===== src/verilog/zx_pkg.sv =====
//==================================================
// Shared types for the Spectrum memory and port core
// All bus levels are active high. Banks are 16 KB
//==================================================

package zx_pkg;

	// ==================================================
	// Widths
	// ==================================================
	localparam int RAM_ADDR_W = 25;
	localparam int BANK_OFS_W = 14;

	// Memory mode, latched at reset
	typedef enum logic [2:0] {
		MODE_128K  = 3'd0,
		MODE_P1024 = 3'd1,
		MODE_48K   = 3'd3,
		MODE_PLUS3 = 3'd4
	} mem_mode_e;

	// ==================================================
	// CPU bus
	// ==================================================
	typedef struct packed {
		logic [15:0] addr;
		logic [7:0]  dout;
		logic        mreq;
		logic        iorq;
		logic        rd;
		logic        wr;
		logic        m1;
	} cpu_bus_t;

	// ==================================================
	// Port 7FFD, read two ways
	// ==================================================
	typedef struct packed {
		logic [1:0] rsv;
		logic       lock;
		logic       rom_sel;
		logic       screen;
		logic [2:0] ram_page;
	} port_7ffd_zx128_t;

	// Pentagon 1024 reuses bits 7..5 as the extended page
	typedef struct packed {
		logic [1:0] ext_lo;
		logic       ext_hi;
		logic [4:0] low;
	} port_7ffd_p1024_t;

	typedef union packed {
		port_7ffd_zx128_t zx128;
		port_7ffd_p1024_t p1024;
	} port_7ffd_u;

	// One-cycle write strobes with the byte written
	typedef struct packed {
		logic       wr_7ffd;
		logic       wr_1ffd;
		logic       wr_eff7;
		logic       wr_ula;
		logic [7:0] data;
	} io_strobes_t;

	typedef struct packed {
		port_7ffd_u page_7ffd;
		logic [7:0] page_1ffd;
		logic [7:0] page_eff7;
		logic [2:0] page_ext;
		logic       zx48;
		logic       p1024;
		logic       plus3;
		logic       page_disable;
	} paging_t;

	// Pad word, pressed is high
	typedef struct packed {
		logic fire2;
		logic fire;
		logic up;
		logic down;
		logic left;
		logic right;
	} joy_t;

endpackage

===== src/verilog/io_read_mux.sv =====
//==================================================
// CPU read data select with joystick mapping
// On 48K the EAR output loops back into the read
//==================================================
`timescale 1ns/10ps

module io_read_mux import zx_pkg::*; (
	input  cpu_bus_t   cpu,
	input  paging_t    paging,
	input  logic [7:0] ram_dout,
	input  joy_t       joy0,
	input  joy_t       joy1,
	input  logic [1:0] joy_sel,
	input  logic [4:0] key_data,
	input  logic       ear_in,
	input  logic       ear_out,
	output logic [7:0] cpu_din
);

	logic       io_rd;
	logic       kempston_sel;
	logic       ear_level;
	logic [4:0] sinclair;
	logic [4:0] joy_kbd;

	assign io_rd        = cpu.iorq & cpu.rd & ~cpu.m1;
	assign kempston_sel = io_rd & (cpu.addr[7:0] == 8'h1F) & (joy_sel == 2'd0);

	// Sinclair I sits on keys 6..0 of half row EFFE
	assign sinclair = {joy0.left, joy0.right, joy0.down, joy0.up, joy0.fire};
	assign joy_kbd  = ((joy_sel == 2'd1) && !cpu.addr[12]) ? ~sinclair : 5'h1F;

	// Issue 3 board behaviour
	assign ear_level = ear_in | (paging.zx48 & ear_out);

	always_comb begin
		if (cpu.mreq) begin
			cpu_din = ram_dout;
		end else if (kempston_sel) begin
			cpu_din = {2'b00, joy0 | joy1};
		end else if (io_rd && !cpu.addr[0]) begin
			cpu_din = {1'b1, ~ear_level, 1'b1, key_data & joy_kbd};
		end else begin
			cpu_din = 8'hFF;
		end
	end

endmodule


===== src/verilog/memory_mapper.sv =====
//==================================================
// CPU address to RAM address map
// ROM banks live from bank 80 upward in the RAM
//==================================================
`timescale 1ns/10ps

module memory_mapper import zx_pkg::*; (
	input  cpu_bus_t              cpu,
	input  paging_t               paging,
	output logic [RAM_ADDR_W-1:0] ram_addr,
	output logic                  ram_rd,
	output logic                  ram_we
);

	localparam int BANK_W = RAM_ADDR_W - BANK_OFS_W;

	logic [1:0]        slot;
	logic              special;
	logic [3:0]        rom_page;
	logic [2:0]        special_bank;
	logic [BANK_W-1:0] bank;

	assign slot    = cpu.addr[15:14];
	assign special = paging.plus3 & paging.page_1ffd[0];

	always_comb begin
		if (paging.zx48) begin
			rom_page = 4'd15;
		end else if (paging.plus3) begin
			rom_page = 4'd8 + {2'b00, paging.page_1ffd[2], paging.page_7ffd.zx128.rom_sel};
		end else begin
			rom_page = 4'd6 + {3'b000, paging.page_7ffd.zx128.rom_sel};
		end
	end

	// +3 all-RAM configurations
	always_comb begin
		case (paging.page_1ffd[2:1])
			2'd0:    special_bank = {1'b0, slot};
			2'd1:    special_bank = {1'b1, slot};
			2'd2:    special_bank = (slot == 2'd3) ? 3'd3 : {1'b1, slot};
			default: special_bank = (slot == 2'd3) ? 3'd3 :
				(slot == 2'd1) ? 3'd7 : {1'b1, slot};
		endcase
	end

	always_comb begin
		if (special) begin
			bank = BANK_W'(special_bank);
		end else begin
			case (slot)
				2'd0:    bank = BANK_W'(80) + BANK_W'(rom_page);
				2'd1:    bank = BANK_W'(5);
				2'd2:    bank = BANK_W'(2);
				default: bank = BANK_W'({paging.page_ext, paging.page_7ffd.zx128.ram_page});
			endcase
		end
	end

	assign ram_addr = {bank, cpu.addr[BANK_OFS_W-1:0]};
	assign ram_rd   = cpu.mreq & cpu.rd;
	// ROM slot is read only unless special mode puts RAM there
	assign ram_we   = cpu.mreq & cpu.wr & (special | (slot != 2'd0));

endmodule


===== src/verilog/paging_regs.sv =====
//==================================================
// Paging registers 7FFD, 1FFD and EFF7
// Unknown mem_mode values act as 128K
//==================================================
`timescale 1ns/10ps

module paging_regs import zx_pkg::*; (
	input  logic        clk_sys,
	input  logic        reset,
	input  mem_mode_e   mem_mode,
	input  io_strobes_t strobes,
	output paging_t     paging
);

	logic       zx48;
	logic       p1024;
	logic       plus3;
	port_7ffd_u page_7ffd;
	logic [7:0] page_1ffd;
	logic [7:0] page_eff7;
	logic [2:0] page_ext;
	logic       page_disable;
	port_7ffd_u wr_byte;

	// Incoming byte seen through the union
	assign wr_byte = strobes.data;

	// ==================================================
	// Mode latch and registers
	// ==================================================
	always_ff @(posedge clk_sys) begin
		if (reset) begin
			zx48      <= (mem_mode == MODE_48K);
			p1024     <= (mem_mode == MODE_P1024);
			plus3     <= (mem_mode == MODE_PLUS3);
			page_7ffd <= '0;
			page_1ffd <= '0;
			page_eff7 <= '0;
			page_ext  <= '0;
		end else begin
			if (strobes.wr_7ffd) begin
				page_7ffd <= wr_byte;
				// Extended page only while EFF7 bit 2 leaves 1024K enabled
				if (p1024 && !page_eff7[2]) begin
					page_ext <= {wr_byte.p1024.ext_hi, wr_byte.p1024.ext_lo};
				end
			end
			if (strobes.wr_1ffd) begin
				page_1ffd <= strobes.data;
			end
			if (strobes.wr_eff7) begin
				page_eff7 <= strobes.data;
			end
		end
	end

	// Lock bit; on Pentagon 1024 it only counts in 128K compat mode
	always_comb begin
		if (zx48) begin
			page_disable = 1'b1;
		end else if (p1024) begin
			page_disable = page_7ffd.zx128.lock & page_eff7[2];
		end else begin
			page_disable = page_7ffd.zx128.lock;
		end
	end

	always_comb begin
		paging.page_7ffd    = page_7ffd;
		paging.page_1ffd    = page_1ffd;
		paging.page_eff7    = page_eff7;
		paging.page_ext     = page_ext;
		paging.zx48         = zx48;
		paging.p1024        = p1024;
		paging.plus3        = plus3;
		paging.page_disable = page_disable;
	end

endmodule


===== src/verilog/port_decoder.sv =====
//==================================================
// I/O write edge detect and port decode
// A write level held high gives a single strobe
//==================================================
`timescale 1ns/10ps

module port_decoder import zx_pkg::*; (
	input  logic        clk_sys,
	input  logic        reset,
	input  cpu_bus_t    cpu,
	input  logic        mode_plus3,
	input  logic        mode_p1024,
	input  logic        page_disable,
	output io_strobes_t strobes
);

	logic        io_wr;
	logic        io_wr_q;
	logic        wr_edge;
	logic [15:0] a;

	assign a     = cpu.addr;
	assign io_wr = cpu.iorq & cpu.wr & ~cpu.m1;

	always_ff @(posedge clk_sys) begin
		if (reset) begin
			io_wr_q <= 1'b0;
		end else begin
			io_wr_q <= io_wr;
		end
	end

	// Strobe in the cycle the level first appears
	assign wr_edge = io_wr & ~io_wr_q;

	// ==================================================
	// Partial address decode
	// ==================================================
	// 7FFD needs a14 high on +3 so it does not alias 1FFD
	assign strobes.wr_7ffd = wr_edge & ~a[15] & ~a[1] & (a[14] | ~mode_plus3) & ~page_disable;
	assign strobes.wr_1ffd = wr_edge & mode_plus3 & ~page_disable &
		~a[15] & ~a[14] & ~a[13] & a[12] & ~a[1];
	assign strobes.wr_eff7 = wr_edge & mode_p1024 &
		a[15] & a[14] & a[13] & ~a[12] & ~a[3];
	assign strobes.wr_ula  = wr_edge & ~a[0];
	assign strobes.data    = cpu.dout;

endmodule


===== src/verilog/ula_port.sv =====
//==================================================
// ULA output latch for border, EAR and MIC
//==================================================
`timescale 1ns/10ps

module ula_port import zx_pkg::*; (
	input  logic        clk_sys,
	input  logic        reset,
	input  io_strobes_t strobes,
	output logic [2:0]  border,
	output logic        ear_out,
	output logic        mic_out
);

	always_ff @(posedge clk_sys) begin
		if (reset) begin
			border  <= 3'd0;
			ear_out <= 1'b0;
			mic_out <= 1'b0;
		end else if (strobes.wr_ula) begin
			border  <= strobes.data[2:0];
			ear_out <= strobes.data[4];
			mic_out <= strobes.data[3];
		end
	end

endmodule


===== src/verilog/zx_core_top.sv =====
//==================================================
// Memory and port core of a Spectrum-family machine
// mem_mode is sampled only while reset is high
//==================================================
`timescale 1ns/10ps

module zx_core_top import zx_pkg::*; (
	input  logic                  clk_sys,
	input  logic                  reset,
	input  cpu_bus_t              cpu,
	input  logic [2:0]            mem_mode,
	input  logic [7:0]            ram_dout,
	input  joy_t                  joy0,
	input  joy_t                  joy1,
	input  logic [1:0]            joy_sel,
	input  logic [4:0]            key_data,
	input  logic                  ear_in,
	output logic [RAM_ADDR_W-1:0] ram_addr,
	output logic                  ram_rd,
	output logic                  ram_we,
	output logic [7:0]            cpu_din,
	output logic [2:0]            border,
	output logic                  ear_out,
	output logic                  mic_out
);

	io_strobes_t strobes;
	paging_t     paging;

	port_decoder u_port (
		.clk_sys      (clk_sys),
		.reset        (reset),
		.cpu          (cpu),
		.mode_plus3   (paging.plus3),
		.mode_p1024   (paging.p1024),
		.page_disable (paging.page_disable),
		.strobes      (strobes)
	);

	paging_regs u_paging (
		.clk_sys  (clk_sys),
		.reset    (reset),
		.mem_mode (mem_mode_e'(mem_mode)),
		.strobes  (strobes),
		.paging   (paging)
	);

	memory_mapper u_mapper (
		.cpu      (cpu),
		.paging   (paging),
		.ram_addr (ram_addr),
		.ram_rd   (ram_rd),
		.ram_we   (ram_we)
	);

	ula_port u_ula (
		.clk_sys (clk_sys),
		.reset   (reset),
		.strobes (strobes),
		.border  (border),
		.ear_out (ear_out),
		.mic_out (mic_out)
	);

	io_read_mux u_rd (
		.cpu      (cpu),
		.paging   (paging),
		.ram_dout (ram_dout),
		.joy0     (joy0),
		.joy1     (joy1),
		.joy_sel  (joy_sel),
		.key_data (key_data),
		.ear_in   (ear_in),
		.ear_out  (ear_out),
		.cpu_din  (cpu_din)
	);

endmodule


===== config.mk =====
export PLATFORM = sky130hd
export DESIGN_NAME = zx_core_top
export DESIGN_NICKNAME = d
export VERILOG_FILES = /design/src/verilog/zx_pkg.sv /design/src/verilog/io_read_mux.sv /design/src/verilog/memory_mapper.sv /design/src/verilog/paging_regs.sv /design/src/verilog/port_decoder.sv /design/src/verilog/ula_port.sv /design/src/verilog/zx_core_top.sv
export SDC_FILE = /design/constraint.sdc
export NUM_CORES = 1
export LEC_CHECK = 0
export BUFFER_PORTS_ARGS = -buffer_cell sky130_fd_sc_hd__buf_2
export CAP_MARGIN = 20
export CORE_MARGIN = 1.5
export CORE_UTILIZATION = 35
export CTS_CLUSTER_DIAMETER = 150
export DETAILED_ROUTE_END_ITERATION = 12
export PLACE_DENSITY_LB_ADDON = 0.15
export SYNTH_ARGS = -nofsm -noshare
export SYNTH_HDL_FRONTEND = slang
export SYNTH_HIERARCHICAL = 1
export SYNTH_SLANG_ARGS = --single-unit

===== constraint.sdc =====
create_clock -name clk_sys -period 2.5 [get_ports clk_sys]
set_input_delay 0.125 -clock clk_sys [delete_from_list [all_inputs] [get_ports clk_sys]]
set_output_delay 0.125 -clock clk_sys [all_outputs]
set_load 0.02 [all_outputs]

==> metrics.csv <==
stage,metric,value,unit
global_routing,first-pass GRT wire length,6.33,mm
cts,clk_lat worst skew,0.26,ns
global_routing,grt ovf,0,
timing,Fmax,550,MHz
floorplan,IO Pins,102,
cts,CTS tree,yes,
worst_setup_path,kind of launch point of the worst setup path,register,
synth,Synth Area per Inst,8.84,sq um
worst_setup_path,FF-to-FF Start,u_paging/zx48,
floorplan,Starting Density,37.3,%
timing,final hold vios,0,
timing,Setup Viol. Count Final,0,
global_routing,initial antenna violation count,0,
place,area of placed instances,1890,sq um
timing,Slew Limit Fails,0,
worst_setup_path,Worst setup EP type,register,
detailed_routing,final WL,4.05,mm
place,RePlAce Congestion,0.824,
timing,Final Critical Period,1.82,ns
cts,CTS H-tree lvls,1,
place,dpl hpwl,3.37,mm
final_layout,"Design Area, Final",1940,sq um
power,pwr dens,395,nW/um^2
place,I/O Buffers,89,
cts,CTS Buf Count,3,
synth,synth warn,6,
detailed_routing,Avg WL per Cell,13.6,microns
floorplan,Rows,24,
timing,Final period util,72.7,%
worst_setup_path,"Worst Path Class, Setup",register to register,
cts,Bufs on Longest Clock Path,2,
worst_setup_path,Crit Path Max Fanout,6,
synth,Post-Synthesis Cells,189,
worst_setup_path,start point of the critical path,u_paging/zx48,
cts,Post-CTS Resized,0,
detailed_routing,drt first-iter violations,44,
final_layout,fraction of layout cells with a size suffix above 1,42.4,%
worst_setup_path,CP required,2.69,ns
timing,final setup margin,0.682,ns
status,status,"finished, final reports clean",
final_layout,Final nets,308,
worst_hold_path,hold_sp,cpu[0],
timing,Clock Skews,0.00644,ns
detailed_routing,Post-DRT Antenna Nets,0,
power,Leak Pwr,0.819,nW
final_layout,area grow syn2layout,16.0,%
final_layout,# diodes,0,
power,peak supply drop,265,uV
timing,Setup TNS,0,ns
floorplan,die area,5200,sq um
cts,Clock transition at path regs,0.07,ns
cts,cts hold-fix bufs,0,
cts,Post-CTS Setup Bufs,0,
flow_run,Max-cap violations,0,
detailed_routing,vias,1442,
place,dpl ws,0.666,ns
detailed_routing,drt first pass iters,4,
cts,Root Buffer,clkbuf_8,
worst_hold_path,worst hold path class,input pin to register,
detailed_routing,Vias/cell,4.86,
floorplan,Die Ht,72.1,microns
synth,Synth Cell Area,1670,sq um
detailed_routing,drt drc,0,
cts,clock sinks,21,
floorplan,Die X-Extent,72.1,microns
worst_setup_path,crit path DAT,2.01,ns
timing,slew margin rel.,61.6,%
global_routing,vias in the first global route,1373,
final_layout,Layout fillers,466,
floorplan,Core ar.,4470,sq um
timing,RSZ-0062 raised after global routing,no,
timing,actual slew at the worst max-slew pin,0.574,ns
global_routing,largest net degree at the start of global routing,25,
global_routing,Tot GR Track Use,15.5,%
-- cell type report --
type	count	area, sq um	share of cell area [%]
clock buffer	4	45.0	2.32
inverter	1	3.75	0.194
multi-input combinational	129	921	47.5
sequential	21	450	23.2
tap	52	65.1	3.36
timing repair buffer	90	453	23.4
-- registers in the layout, summed over array words and instances (netlist names) --
name,cells
u_paging/page_eff7,1
u_ula/ear_out,1
u_port/io_wr_q,1
u_paging/page_ext,3
u_paging/page_7ffd,5
u_paging/zx48,1
u_ula/mic_out,1
u_paging/plus3,1
u_paging/page_1ffd,3
u_paging/p1024,1
u_ula/border,3
-- critical path, cell delays in order (launching register included) --
cell and delay, ns:
edfxtp_1 0.46, a21o_1 0.18, or3_4 0.33, nor3_2 0.11
buf_4 0.18, and3b_1 0.29, mux2i_1 0.20
-- metrics by stage --
step	instances	total power, mW	util (%)	hold WS [ns]
CTS	297	0.778	43.3	0.0615
global route	297	0.806	43.3	0.0615
floorplan	192	0.509	-	0.197
finish	297	0.766	43.3	0.0690
detailed placement	293	0.559	42.3	0.250
global placement	293	0.560	42.3	0.250
-- final timing paths --
check,cells past startpoint,end,slack [ns]
hold reg to reg,2,u_paging/page_ext[1],0.48
hold / removal,2,u_port/io_wr_q,0.07
setup / recovery,6,u_paging/page_ext[0],0.68
setup reg to reg,6,u_paging/page_ext[0],0.68
-- cells in the final DEF, fill, tap and decap left out, types with 2 or more instances in the layout --
| master | instances |
|---|---|
| nand3_1 | 4 |
| nand4bb_4 | 2 |
| a211oi_1 | 10 |
| a21oi_1 | 6 |
| nor3_1 | 2 |
| o21ai_0 | 4 |
| nor2b_1 | 7 |
| mux2i_1 | 17 |
| o21bai_1 | 2 |
| and3b_1 | 2 |
| nor2_1 | 26 |
| edfxtp_1 | 3 |
| nand4bb_1 | 7 |
| nand2_1 | 5 |
| nor3b_1 | 2 |
| buf_2 | 89 |
| nand4b_1 | 2 |
| nand2b_1 | 7 |
| conb_1 | 4 |
| nor3_2 | 2 |
| clkbuf_8 | 3 |
| and2_1 | 2 |
| dfxtp_1 | 18 |
-- layer usage --
| layer | up-vias | part of all wire [%] | GRT usage [%] |
|---|---|---|---|
| li1 | 743 | - | - |
| met1 | 627 | 45 | 20.0 |
| met2 | 65 | 47 | 27.1 |
| met3 | 7 | 6.3 | 1.39 |
| met4 | 0 | 1.6 | 5.45 |
| met5 | - | 0 | 0 |
-- where the power goes --
part           switching, mW  internal, mW  total (mW)
clock network          0.103         0.113       0.216
registers            0.00596         0.349       0.355
logic                  0.110        0.0844       0.194
No activity file was read; power rests on OpenSTA's default activity.
